### src/source/core_pkg.sv
package core_pkg;

    // basic data word: addresses, data, pc, instruction, csr values
    typedef logic [31:0] word_t;

    // unique tag carried by every instruction in flight
    typedef logic [63:0] inst_id_t;

    // byte-lane write strobe, one bit per byte of word_t
    typedef logic [3:0] strb_t;

    // memory operation of the instruction in the memory stage
    typedef enum logic [3:0] {
        MEM_NONE      = 4'd0,
        MEM_LB        = 4'd1,
        MEM_LBU       = 4'd2,
        MEM_LH        = 4'd3,
        MEM_LHU       = 4'd4,
        MEM_LW        = 4'd5,
        MEM_SB        = 4'd6,
        MEM_SH        = 4'd7,
        MEM_SW        = 4'd8,
        MEM_AMOSWAP_W = 4'd9
    } mem_op_t;

    // memory stage access sequencing
    typedef enum logic [1:0] {
        ST_IDLE       = 2'd0,
        ST_WAIT_READY = 2'd1,
        ST_WAIT_RDATA = 2'd2
    } mem_state_t;

    // data memory size in words
    localparam int DMEM_WORDS = 256;

    // word index width, taken from address bits 9 down to 2
    localparam int DMEM_ADDR_BITS = 8;

    // cycles from read acceptance to the response pulse
    localparam int READ_LATENCY = 2;

    // width of the read latency countdown
    localparam int LAT_CNT_BITS = $clog2(READ_LATENCY + 1);

    // reset value of the saved tag
    // top 16 bits set so no real instruction ever matches it
    localparam inst_id_t INST_ID_NONE = 64'hffff_0000_0000_0000;

endpackage

### src/source/mem_stage.sv
`timescale 1ns/1ps

module mem_stage (
    input  logic               clk,
    input  logic               reset,

    // instruction from the execute side
    input  logic               mem_valid,
    input  core_pkg::word_t    mem_reg_pc,
    input  core_pkg::word_t    mem_inst,
    input  core_pkg::inst_id_t mem_inst_id,
    input  core_pkg::mem_op_t  mem_op,
    input  core_pkg::word_t    mem_rs2_data,
    input  core_pkg::word_t    mem_alu_out,
    input  core_pkg::word_t    mem_csr_rdata,

    // towards writeback
    output logic               mem_wb_valid,
    output core_pkg::word_t    mem_wb_reg_pc,
    output core_pkg::word_t    mem_wb_inst,
    output core_pkg::inst_id_t mem_wb_inst_id,
    output core_pkg::mem_op_t  mem_wb_op,
    output core_pkg::word_t    mem_wb_alu_out,
    output core_pkg::word_t    mem_wb_mem_rdata,
    output core_pkg::word_t    mem_wb_csr_rdata,

    input  logic               pipeline_flush,
    output logic               memory_unit_stall,

    // request channel
    output logic               dreq_valid,
    output logic               dreq_write,
    output core_pkg::word_t    dreq_addr,
    output core_pkg::word_t    dreq_wdata,
    output core_pkg::strb_t    dreq_strb,
    input  logic               dreq_ready,

    // response channel
    input  logic               dresp_valid,
    input  core_pkg::word_t    dresp_rdata
);

    import core_pkg::*;

    mem_state_t state;
    inst_id_t   saved_inst_id;
    logic       cmd_done;
    mem_op_t    replace_op;
    word_t      saved_rdata;

    logic       new_inst;
    logic       may_start;
    mem_op_t    cur_op;
    logic       is_store;
    logic       is_load;

    // sign or zero extension by the original op
    function automatic word_t extend_load(input mem_op_t op, input word_t raw);
        word_t result;
        case (op)
            MEM_LB:  result = {{24{raw[7]}}, raw[7:0]};
            MEM_LBU: result = {24'h0, raw[7:0]};
            MEM_LH:  result = {{16{raw[15]}}, raw[15:0]};
            MEM_LHU: result = {16'h0, raw[15:0]};
            // lw and the old word of a swap
            default: result = raw;
        endcase
        return result;
    endfunction

    assign new_inst  = saved_inst_id != mem_inst_id;
    assign may_start = !cmd_done || new_inst;

    // first cycle of a tag uses the decoded op, later cycles the replacement
    // which lets a swap become a word store after its read
    assign cur_op = !mem_valid ? MEM_NONE :
                    new_inst   ? mem_op   : replace_op;

    assign is_store = cur_op == MEM_SB || cur_op == MEM_SH || cur_op == MEM_SW;
    assign is_load  = cur_op == MEM_LB || cur_op == MEM_LBU || cur_op == MEM_LH ||
                      cur_op == MEM_LHU || cur_op == MEM_LW || cur_op == MEM_AMOSWAP_W;

    // request channel
    assign dreq_valid = state == ST_WAIT_READY && mem_valid && may_start &&
                        cur_op != MEM_NONE && !pipeline_flush;
    assign dreq_write = is_store;
    assign dreq_addr  = mem_alu_out;
    assign dreq_wdata = mem_rs2_data;

    always_comb begin
        case (cur_op)
            MEM_SB:  dreq_strb = 4'b0001;
            MEM_SH:  dreq_strb = 4'b0011;
            default: dreq_strb = 4'b1111;
        endcase
    end

    // held until the access sequence finishes
    assign memory_unit_stall = mem_valid &&
                               (state != ST_IDLE || (may_start && cur_op != MEM_NONE));

    assign mem_wb_valid     = mem_valid && !pipeline_flush && !memory_unit_stall;
    assign mem_wb_reg_pc    = mem_reg_pc;
    assign mem_wb_inst      = mem_inst;
    assign mem_wb_inst_id   = mem_inst_id;
    assign mem_wb_op        = mem_op;
    assign mem_wb_alu_out   = mem_alu_out;
    assign mem_wb_mem_rdata = extend_load(mem_op, saved_rdata);
    assign mem_wb_csr_rdata = mem_csr_rdata;

    always_ff @(posedge clk) begin
        if (reset) begin
            saved_inst_id <= INST_ID_NONE;
        end else if (mem_valid) begin
            saved_inst_id <= mem_inst_id;
        end
    end

    // read data is only taken while a response is expected
    always_ff @(posedge clk) begin
        if (state == ST_WAIT_RDATA && dresp_valid) begin
            saved_rdata <= dresp_rdata;
        end
    end

    always_ff @(posedge clk) begin
        if (reset || pipeline_flush || cur_op == MEM_NONE) begin
            state      <= ST_IDLE;
            cmd_done   <= 1'b0;
            replace_op <= MEM_NONE;
        end else begin
            case (state)
                ST_IDLE: begin
                    replace_op <= cur_op;
                    if (is_load || is_store) begin
                        state <= ST_WAIT_READY;
                    end
                end
                ST_WAIT_READY: begin
                    if (dreq_ready) begin
                        if (is_store) begin
                            state      <= ST_IDLE;
                            cmd_done   <= 1'b1;
                            replace_op <= MEM_NONE;
                        end else begin
                            state <= ST_WAIT_RDATA;
                        end
                    end
                end
                ST_WAIT_RDATA: begin
                    if (dresp_valid) begin
                        if (cur_op == MEM_AMOSWAP_W) begin
                            // write phase of the swap
                            state      <= ST_WAIT_READY;
                            cmd_done   <= 1'b0;
                            replace_op <= MEM_SW;
                        end else begin
                            state      <= ST_IDLE;
                            cmd_done   <= 1'b1;
                            replace_op <= MEM_NONE;
                        end
                    end
                end
                default: begin
                    state <= ST_IDLE;
                end
            endcase
        end
    end

endmodule

### config.mk
export PLATFORM = sky130hd
export DESIGN_NAME = mem_stage
export DESIGN_NICKNAME = d
export VERILOG_FILES = /design/src/source/core_pkg.sv /design/src/source/mem_stage.sv
export SDC_FILE = /design/constraint.sdc
export NUM_CORES = 1
export LEC_CHECK = 0
export BUFFER_PORTS_ARGS = -buffer_cell sky130_fd_sc_hd__buf_2
export CAP_MARGIN = 40
export CELL_PAD_IN_SITES_DETAIL_PLACEMENT = 1
export CELL_PAD_IN_SITES_GLOBAL_PLACEMENT = 2
export CORE_AREA = 2 2 221 223
export DETAILED_ROUTE_END_ITERATION = 8
export DIE_AREA = 0 0 223 225
export PLACE_DENSITY = 0.59
export SLEW_MARGIN = 20
export SYNTH_ARGS = -nofsm -noshare
export SYNTH_HDL_FRONTEND = slang
export SYNTH_SLANG_ARGS = --single-unit
### constraint.sdc
create_clock -name clk -period 4 [get_ports clk]
set_input_delay 0.2 -clock clk [delete_from_list [all_inputs] [get_ports clk]]
set_output_delay 0.2 -clock clk [all_outputs]
set_load 0.02 [all_outputs]
==> impl_results.md, run 1 <==
- Flop pwr share: 44.0%
- VDD IR-drop max: roughly 0.19 mV
- M1 GR Usage: just over 9%
- Post-CTS Resized: 0
- Synth warnings: 0
- Via density: 3.486
- Fraction of power spent switching nets: slightly above 30%
- Hold_buf cts: 32
- RSZ-0062 raised after global routing: false
- Tmin final: about 3.4 ns
- Combinational share of power: 17.0%
- Starting Density: 14.52%
- WL final: 24.07 mm
- Hold WS: around 0.059 ns
- First-pass GRT wire length: 33.37 mm
- Diodes inserted: 0
- Pleak: 0.003266 uW
- Tot GR Track Use: 9.532%
- TritonCTS clock tree: built
- Rel. slew slack: 40.64%
- Post-CTS Setup Bufs: 0
- CTS sink count: 103
- Syn Inst Count: 730
- Num rows: 80
- Port buffer count: around 210
- Asr flop ratio synth: 0%
- Power per cell area: between 300 and 400 nW/um^2
- Grt met3 use: 4.407%
- Post-synth EDFFs: 32
- Worst Hold Class: in -> reg
- Dpl hpwl: 19.41 mm
- TritonCTS Buffers: 9
- Final Hold Vio Count: 0
- Antenna violations before repair: 2
- Final Wtd Congestion: 0.6979
- # DRC: 0
- Grt peak-use layer: met2
- Nets: 972
- Share of cells above drive strength 1: between 30% and 40%
- Synth Cell Area: 6905 um^2
- Final setup violation count: 0
- Top_reg_cell synth: dfxtp_1
- Pin count of the biggest net entering global routing: between 50 and 60
- Worst EP arrival: between 3 and 4 ns
- Clk Latency, worst-skew pair: 0.39 ns
- Die Span Y: 225 um
- Yosys cell types: between 40 and 50
- FMAX: 298.0 MHz
- Area grow syn2layout: 6.722%
- Syn nets: 1000
- Switching pwr: 784.5 uW
- Core area: 47550 um^2
- Via Count: 4609
- CP Launch Type: register
- Kind of end point of the critical path: output pin
- Die area: 50180 um^2
- Ports: ~570
- Wire length per cell: roughly 18 um
- Worst-margin pin slew: ~0.87 ns
- Number of max-cap violations: 0
- Crit Path Class: reg -> out
- Status: complete, no violations
- DRT iter0 DRCs: 88
- H-tree levels: 3
- Met2 Track Usage GR: roughly 17%
- Grt total ovfl: 0
- Max-slew violations: 0
- WP data required: 3.80 ns
- Drt pass-1 iters: 4
- Clock Power Share: 38.9%
- Clock Tree Buf Depth: 2
- Clock transition at path regs: 0.08 ns
- Antenna Violating Nets Remaining: 0
- Worst Skew: 0.01531 ns
- Mean Syn Cell Area: 9.459 um^2
- Area contributors post-synth: buf_4 (29%), dfxtp_1 (21%), edfxtp_1 (14%), xor2_1 (8.2%), mux2i_1 (8.1%)
- Register bit count reported by yosys: 103
- Final TNS setup: 0 ns
- Internal Pwr Total: between 1500 and 2000 uW
- Post-synthesis sequential area ratio: around 34%
- Die W: 223 um
- Synth area leader: buf_4
- Final cycle utilization of the critical path: 83.88%
- Share of the synthesized area in the top cell type: 29.46%
- Root buffer cell: clkbuf_16
- Critical Path Fanout Max: 10
- Vias in the first global route: 4915
worst paths after layout:
check | start | end | slack, ns | cells after the start
max | saved_inst_id[61]$_SDFFE_PP1P_ | dreq_strb[2] | 0.64 | 8
min | mem_inst_id[48] | saved_inst_id[48]$_SDFFE_PP1P_ | 0.06 | 2
max reg2reg | saved_inst_id[61]$_SDFFE_PP1P_ | cmd_done$_SDFFE_PP0P_ | 0.98 | 8
min reg2reg | cmd_done$_SDFFE_PP0P_ | cmd_done$_SDFFE_PP0P_ | 0.49 | 2
Yosys cell counts (2+ instances only):
master / n
nand4_1: 7
a211o_1: 16
nand2b_1: 3
ha_1: 4
nand2_1: 12
mux2_2: 3
a2111oi_0: 2
clkbuf_1: 17
buf_4: 271
nor4_1: 18
nor2b_1: 17
and2_1: 2
buf_1: 6
edfxtp_1: 32
dfxtp_1: 71
nand3_1: 9
a21o_1: 24
xor2_1: 65
a21oi_1: 2
o21ai_0: 8
nand3b_1: 3
a211oi_1: 2
mux2i_1: 56
nor2_1: 57
inv_1: 6
cell usage in the layout (no fill, tap or decap), types with 12 or more instances in the layout:
master and count:
edfxtp_1 32, dlygate4sd3_1 32, nor2b_1 17, nor2_1 56, dfxtp_1 71, a21o_1 24, xor2_1 65, nor4_1 18
buf_2 211, a211o_1 16, mux2i_1 56, nand2_1 12
power by group through the flow:
stage	logic, uW	clock network (uW)	registers (uW)
6_report	442	1010	1140
5_1_grt	490	1120	1150
4_1_cts	460	1100	1140
3_5_place_dp	433	0	1170
3_3_place_gp	427	0	1160
2_1_floorplan	567	0	1160
registers in the layout (all words and copies together) (netlist names):
| name | cells |
|---|---|
| saved_inst_id | 64 |
| state | 2 |
| saved_rdata | 32 |
| cmd_done | 1 |
| replace_op | 4 |
per-layer routing:
layer | vias up | share of wire (%)
met1 | 2141 | 35
met2 | 295 | 51
met3 | 66 | 9.6
met5 | - | 0
li1 | 2107 | -
met4 | 0 | 3.8
area by class of cell:
type,count,area (um^2)
Inverter,6,22.52
Multi-Input combinational cell,327,2384
Fill cell,5572,40180
Clock inverter,7,100.1
Tap cell,615,769.5
Clock buffer,9,225.2
Timing Repair Buffer,255,1486
Sequential cell,103,2382
logic make-up (layout without fill, tap and decap cells):
family / after synthesis / count (layout) / share of synthesized area, %
buffers and inverters: 300 / 277 / 31.04
and+or+nand+nor: 136 / 136 / 10.07
DFF: 103 / 103 / 34.50
xor gates and xnor gates: 66 / 66 / 8.371
AOI/OAI and AO/OA: 61 / 61 / 6.632
muxes: 59 / 59 / 8.607
adders and majority gates: 4 / 4 / 0.7248
other: 1 / 1 / 0.05431
worst max-delay path: stages, from the launching register on:
cell     delay, ns
dfxtp_1       0.32
xor2_1        0.17
nor4_1        0.55
nand4_1       0.24
nor4_4        0.57
buf_4         0.30
mux2i_1       0.28
nand2_1       0.13
buf_2         0.20
per-stage QoR:
step | instances | power (uW) | area [um^2] | utilization (%) | worst slack [ns]
after floorplan | 730 | 1728 | 6905 | - | 1.554
after global placement | 1272 | 1592 | 6689 | 14.07 | 0.8391
after detailed placement | 1273 | 1600 | 6704 | 14.10 | 0.8707
after CTS | 1321 | 2700 | 7350 | 15.46 | 0.4426
after global routing | 1322 | 2755 | 7370 | 15.50 | 0.3214
final | 1322 | 2594 | 7370 | 15.50 | 0.6446
Note: power is estimated with default switching activity, not from simulation.
==> run 2, diff against run 1 <==
--- a/config.mk
+++ b/config.mk
@@ -5,14 +5,15 @@
 export SDC_FILE = /design/constraint.sdc
 export NUM_CORES = 1
 export LEC_CHECK = 0
+export ABC_AREA = 1
 export BUFFER_PORTS_ARGS = -buffer_cell sky130_fd_sc_hd__buf_2
 export CAP_MARGIN = 40
 export CELL_PAD_IN_SITES_DETAIL_PLACEMENT = 1
 export CELL_PAD_IN_SITES_GLOBAL_PLACEMENT = 2
-export CORE_AREA = 2 2 221 223
+export CORE_AREA = 2 2 220 222
 export DETAILED_ROUTE_END_ITERATION = 8
-export DIE_AREA = 0 0 223 225
-export PLACE_DENSITY = 0.59
+export DIE_AREA = 0 0 222 224
+export PLACE_DENSITY = 0.66
 export SLEW_MARGIN = 20
 export SYNTH_ARGS = -nofsm -noshare
 export SYNTH_HDL_FRONTEND = slang
==> constraint.sdc (replaced) <==
create_clock -name clk -period 3.21 [get_ports clk]
set_input_delay 0.1605 -clock clk [delete_from_list [all_inputs] [get_ports clk]]
set_output_delay 0.1605 -clock clk [all_outputs]
set_load 0.02 [all_outputs]
==> run 2 against run 1 <==
- global-route usage grew 0.31 points
- hold slack worse by 0.021 ns
- critical path depth increased by 11
- clock-buffer cell count increased by 4
- power grew 26%
- clock power rose by 17%
- sequential share of layout area is 2.3 points lower
- final area increased by 7.8%
- synthesized cell count up 46%
- largest power group unchanged
- highest routed layer is now met5
==> impl_results.md, run 2 <==
- Worst Skew: 0.01018 ns (-0.005126 ns)
- Post-synth EDFFs: 32 (unchanged)
- Count leader, synth: buf_4
- Max reg flops: 64 (unchanged)
- DRT iter0 DRCs: 178 (+100%)
- Max-slew violations: 0 (unchanged)
- Kind of end point of the critical path: output pin
- Commonest non-fill, non-tap cells in the layout: nand2_1 (215), buf_2 (211), inv_1 (127)
- Final cycle utilization of the critical path: 90.40%
- Nets: 1313 (+35%)
- CP max stage delay: 0.54 ns (-0.03 ns)
- Clk Latency, worst-skew pair: 0.39 ns (about the same)
- Root buffer cell: clkbuf_16
- Most flop-heavy register: saved_inst_id
- Syn Inst Count: 1067 (+46%)
- Grt total ovfl: 0 (unchanged)
- WP buf/inv: 4 (+2)
- Synth warnings: 0 (unchanged)
- Pre-CTS WS: 0.5871 ns (-0.2835 ns)
- H-tree levels: 3 (unchanged)
- Dpl hpwl: 19.27 mm (-0.76%)
- Post-CTS Setup Bufs: 0 (unchanged)
- Port buffer count: 212 (unchanged)
- Hold Path Depth: 3 (+1)
- Area contributors post-synth: buf_4 (27%), dfxtp_1 (19%), edfxtp_1 (13%), nand2_1 (11%), inv_1 (6.4%)
- Simple-gate portion of the synthesized area: 22.05% (+12 points)
- Syn nets: 1337 (+34%)
- Die Span Y: 224 um (-0.44%)
- Biggest regs: saved_inst_id x64, saved_rdata x32, replace_op x4
- Pin count of the biggest net entering global routing: 85 (+49%)
- Final Hold Vio Count: 0 (unchanged)
- Largest family of logic cells by synthesized area: buffers and inverters
- Power per cell area: 409.9 nW/um^2 (+16%)
- Final setup violation count: 0 (unchanged)
- Adder-cell area share of the yosys netlist: 0.6713% (-0.054 points)
- TritonCTS clock tree: built
- Clock transition at path regs: 0.08 ns (about the same)
- Crit path cell chain: dlygate4sd3_1 > buf_2 > nor2_1 > nor2_1 > nor2_1 > nand2_1 > nor2_1 > nand2_1 > nor2_2 > nand2_2 > nand2_1 > nand3_2 > nand2_1 > nor2_1 > inv_1 > nand2_1 > a21oi_1 > nor3_1 > buf_2
- Mux cell area share after synthesis: 0% (-8.6 points)
- Area grow syn2layout: 6.528%
- Asr flop ratio synth: 0% (unchanged)
- Top_reg_cell synth: dfxtp_1
- WL final: 24.24 mm (+0.72%)
- VDD IR-drop max: 0.2075 mV (+10%)
- Rel. slew slack: 56.18% (+16 points)
- Top delay family on crit path: simple AND/OR/NAND/NOR gates
- # DRC: 0 (unchanged)
- Die W: 222 um (-0.45%)
- Synth area leader: buf_4
- CP Launch Type: input port
- Synth Area in Compound Gates: 8.642% (+2.0 points)
- Final worst slack: 0.3081 ns (-0.3365 ns)
- Num rows: 80 (unchanged)
- Via Count: 5981 (+30%)
- Worst Hold Class: in -> reg
- Via density: 3.594 (+3.1%)
- Drt pass-1 iters: 4 (unchanged)
- Starting Density: 15.75% (+1.2 points)
- Cell depth of the worst setup path: 19 (+11)
- RSZ-0062 raised after global routing: false
- Tot GR Track Use: 9.837% (+0.31 points)
- Reg2reg path depth: 19 (+11)
- Worst-margin pin slew: 0.6530 ns (-0.2149 ns)
- Yosys cell types: 31 (-26%)
- First-pass GRT wire length: 36.25 mm (+8.6%)
- Share of the synthesized area in the top cell type: 27.19% (-2.3 points)
- Final Wtd Congestion: 0.7004 (+0.36%)
- Synth Cell Area: 7456 um^2 (+8.0%)
- Clock Tree Buf Depth: 2 (unchanged)
- WP data required: 3.05 ns (-0.75 ns)
- Pleak: 0.003814 uW (+17%)
- Post-synthesis sequential area ratio: 31.95% (-2.5 points)
- Ports: 566 (unchanged)
- Die area: 49730 um^2 (-0.89%)
- Mean Syn Cell Area: 6.988 um^2 (-26%)
- Worst EP arrival: 2.74 ns (-0.42 ns)
- Wire length per cell: 14.57 um (-20%)
- Final TNS setup: 0 ns (unchanged)
- Critical Path Fanout Max: 5 (-5)
- CTS sink count: 103 (unchanged)
- Tmin final: between 2 and 3 ns
- Post-synth top cells: buf_4 (270), nand2_1 (215), inv_1 (128)
- CP max stage cell: dlygate4sd3_1
- Status: complete, no violations
- Crit Path Class: in -> out
- Xor/xnor share of the synthesized area: 1.527% (-6.8 points)
- Antenna Violating Nets Remaining: 0 (unchanged)
- Antenna violations before repair: 3 (+1)
- Share of cells above drive strength 1: 25.48% (-9.3 points)
- Utilization after layout: 16.78% (+1.3 points)
- Fillers: 5793 (+4.0%)
- Hold WS: 0.03804 ns (-0.02118 ns)
- Core area: 47350 um^2 (-0.42%)
- Number of max-cap violations: 0 (unchanged)
- Register bit count reported by yosys: 103 (unchanged)
- Most common cell after layout, fill and taps aside: nand2_1
- TritonCTS Buffers: 9 (unchanged)
- FMAX: roughly 340 MHz
- Vias in the first global route: 6084 (+24%)
run 2: cell count changes after synthesis, moves of 52 or more:
cell,change
mux2i_1,-56
inv_1,+122
o21ai_0,+71
nand2_1,+203
nor2_1,+70
xor2_1,-52
run 2: layout make-up:
| cell class | instances | area, um^2 | area share, % |
|---|---|---|---|
| Clock inverter | 3 | 25.02 | 0.3151 |
| Antenna cell | 1 | 2.502 | 0.03151 |
| Timing Repair Buffer | 258 | 1521 | 19.16 |
| Clock buffer | 13 | 271.5 | 3.418 |
| Sequential cell | 103 | 2382 | 29.99 |
| Inverter | 133 | 504.2 | 6.348 |
| Multi-Input combinational cell | 538 | 2466 | 31.05 |
| Tap cell | 615 | 769.5 | 9.688 |
run 2: worst min-delay path: stages:
cell and delay (ns):
buf_2 0.11, nand2_1 0.05, nand3_1 0.07
run 2: worst paths after layout:
path                                                     start                        endpoint  slack [ns]
worst max-delay path                           mem_inst_id[62]                    mem_wb_valid        0.31
worst min-delay path                           mem_inst_id[55]  saved_inst_id[55]$_SDFFE_PP1P_        0.04
worst max register to register  saved_inst_id[27]$_SDFFE_PP0P_      replace_op[0]$_SDFFE_PP0P_        0.78
worst min register to register           cmd_done$_SDFFE_PP0P_           cmd_done$_SDFFE_PP0P_        0.48
run 2: metrics by stage:
step	instance area, um^2	total power, uW	cells
2_1_floorplan	7456	2231	1067
4_1_cts	7930	3378	1663
3_3_place_gp	7226	2066	1606
3_5_place_dp	7233	2087	1607
5_1_grt	7940	3508	1663
6_report	7943	3256	1664
run 2: kinds of logic after synthesis:
group                      count (synthesis)
xor gates and xnor gates                  13
adders and majority gates                  4
AOI/OAI and AO/OA                        127
and+or+nand+nor                          393
other                                      1
buffers and inverters                    426
DFF                                      103
run 2: layer usage:
| metal | GRT usage, % | vias to the layer above | part of all wire [%] |
|---|---|---|---|
| met4 | 5.013 | 4 | 4.1 |
| li1 | - | 2947 | - |
| met2 | 16.12 | 277 | 47 |
| met5 | 0.8798 | - | 0.11 |
| met3 | 4.565 | 70 | 9.1 |
| met1 | 10.61 | 2683 | 39 |
run 2: repair_timing:
action	CTS	global route
resized for setup	0	4
endpoints found under the setup margin	0	2
endpoints found under the hold margin	40	0
hold buffers	40	0
run 2: power breakdown:
part / switching, uW / leakage, uW / internal [uW]
registers: 38.9 / 0.000877 / 1400
logic: 402 / 0.00280 / 238
clock network: 577 / 0.000141 / 600
total: 1020 / 0.00381 / 2240
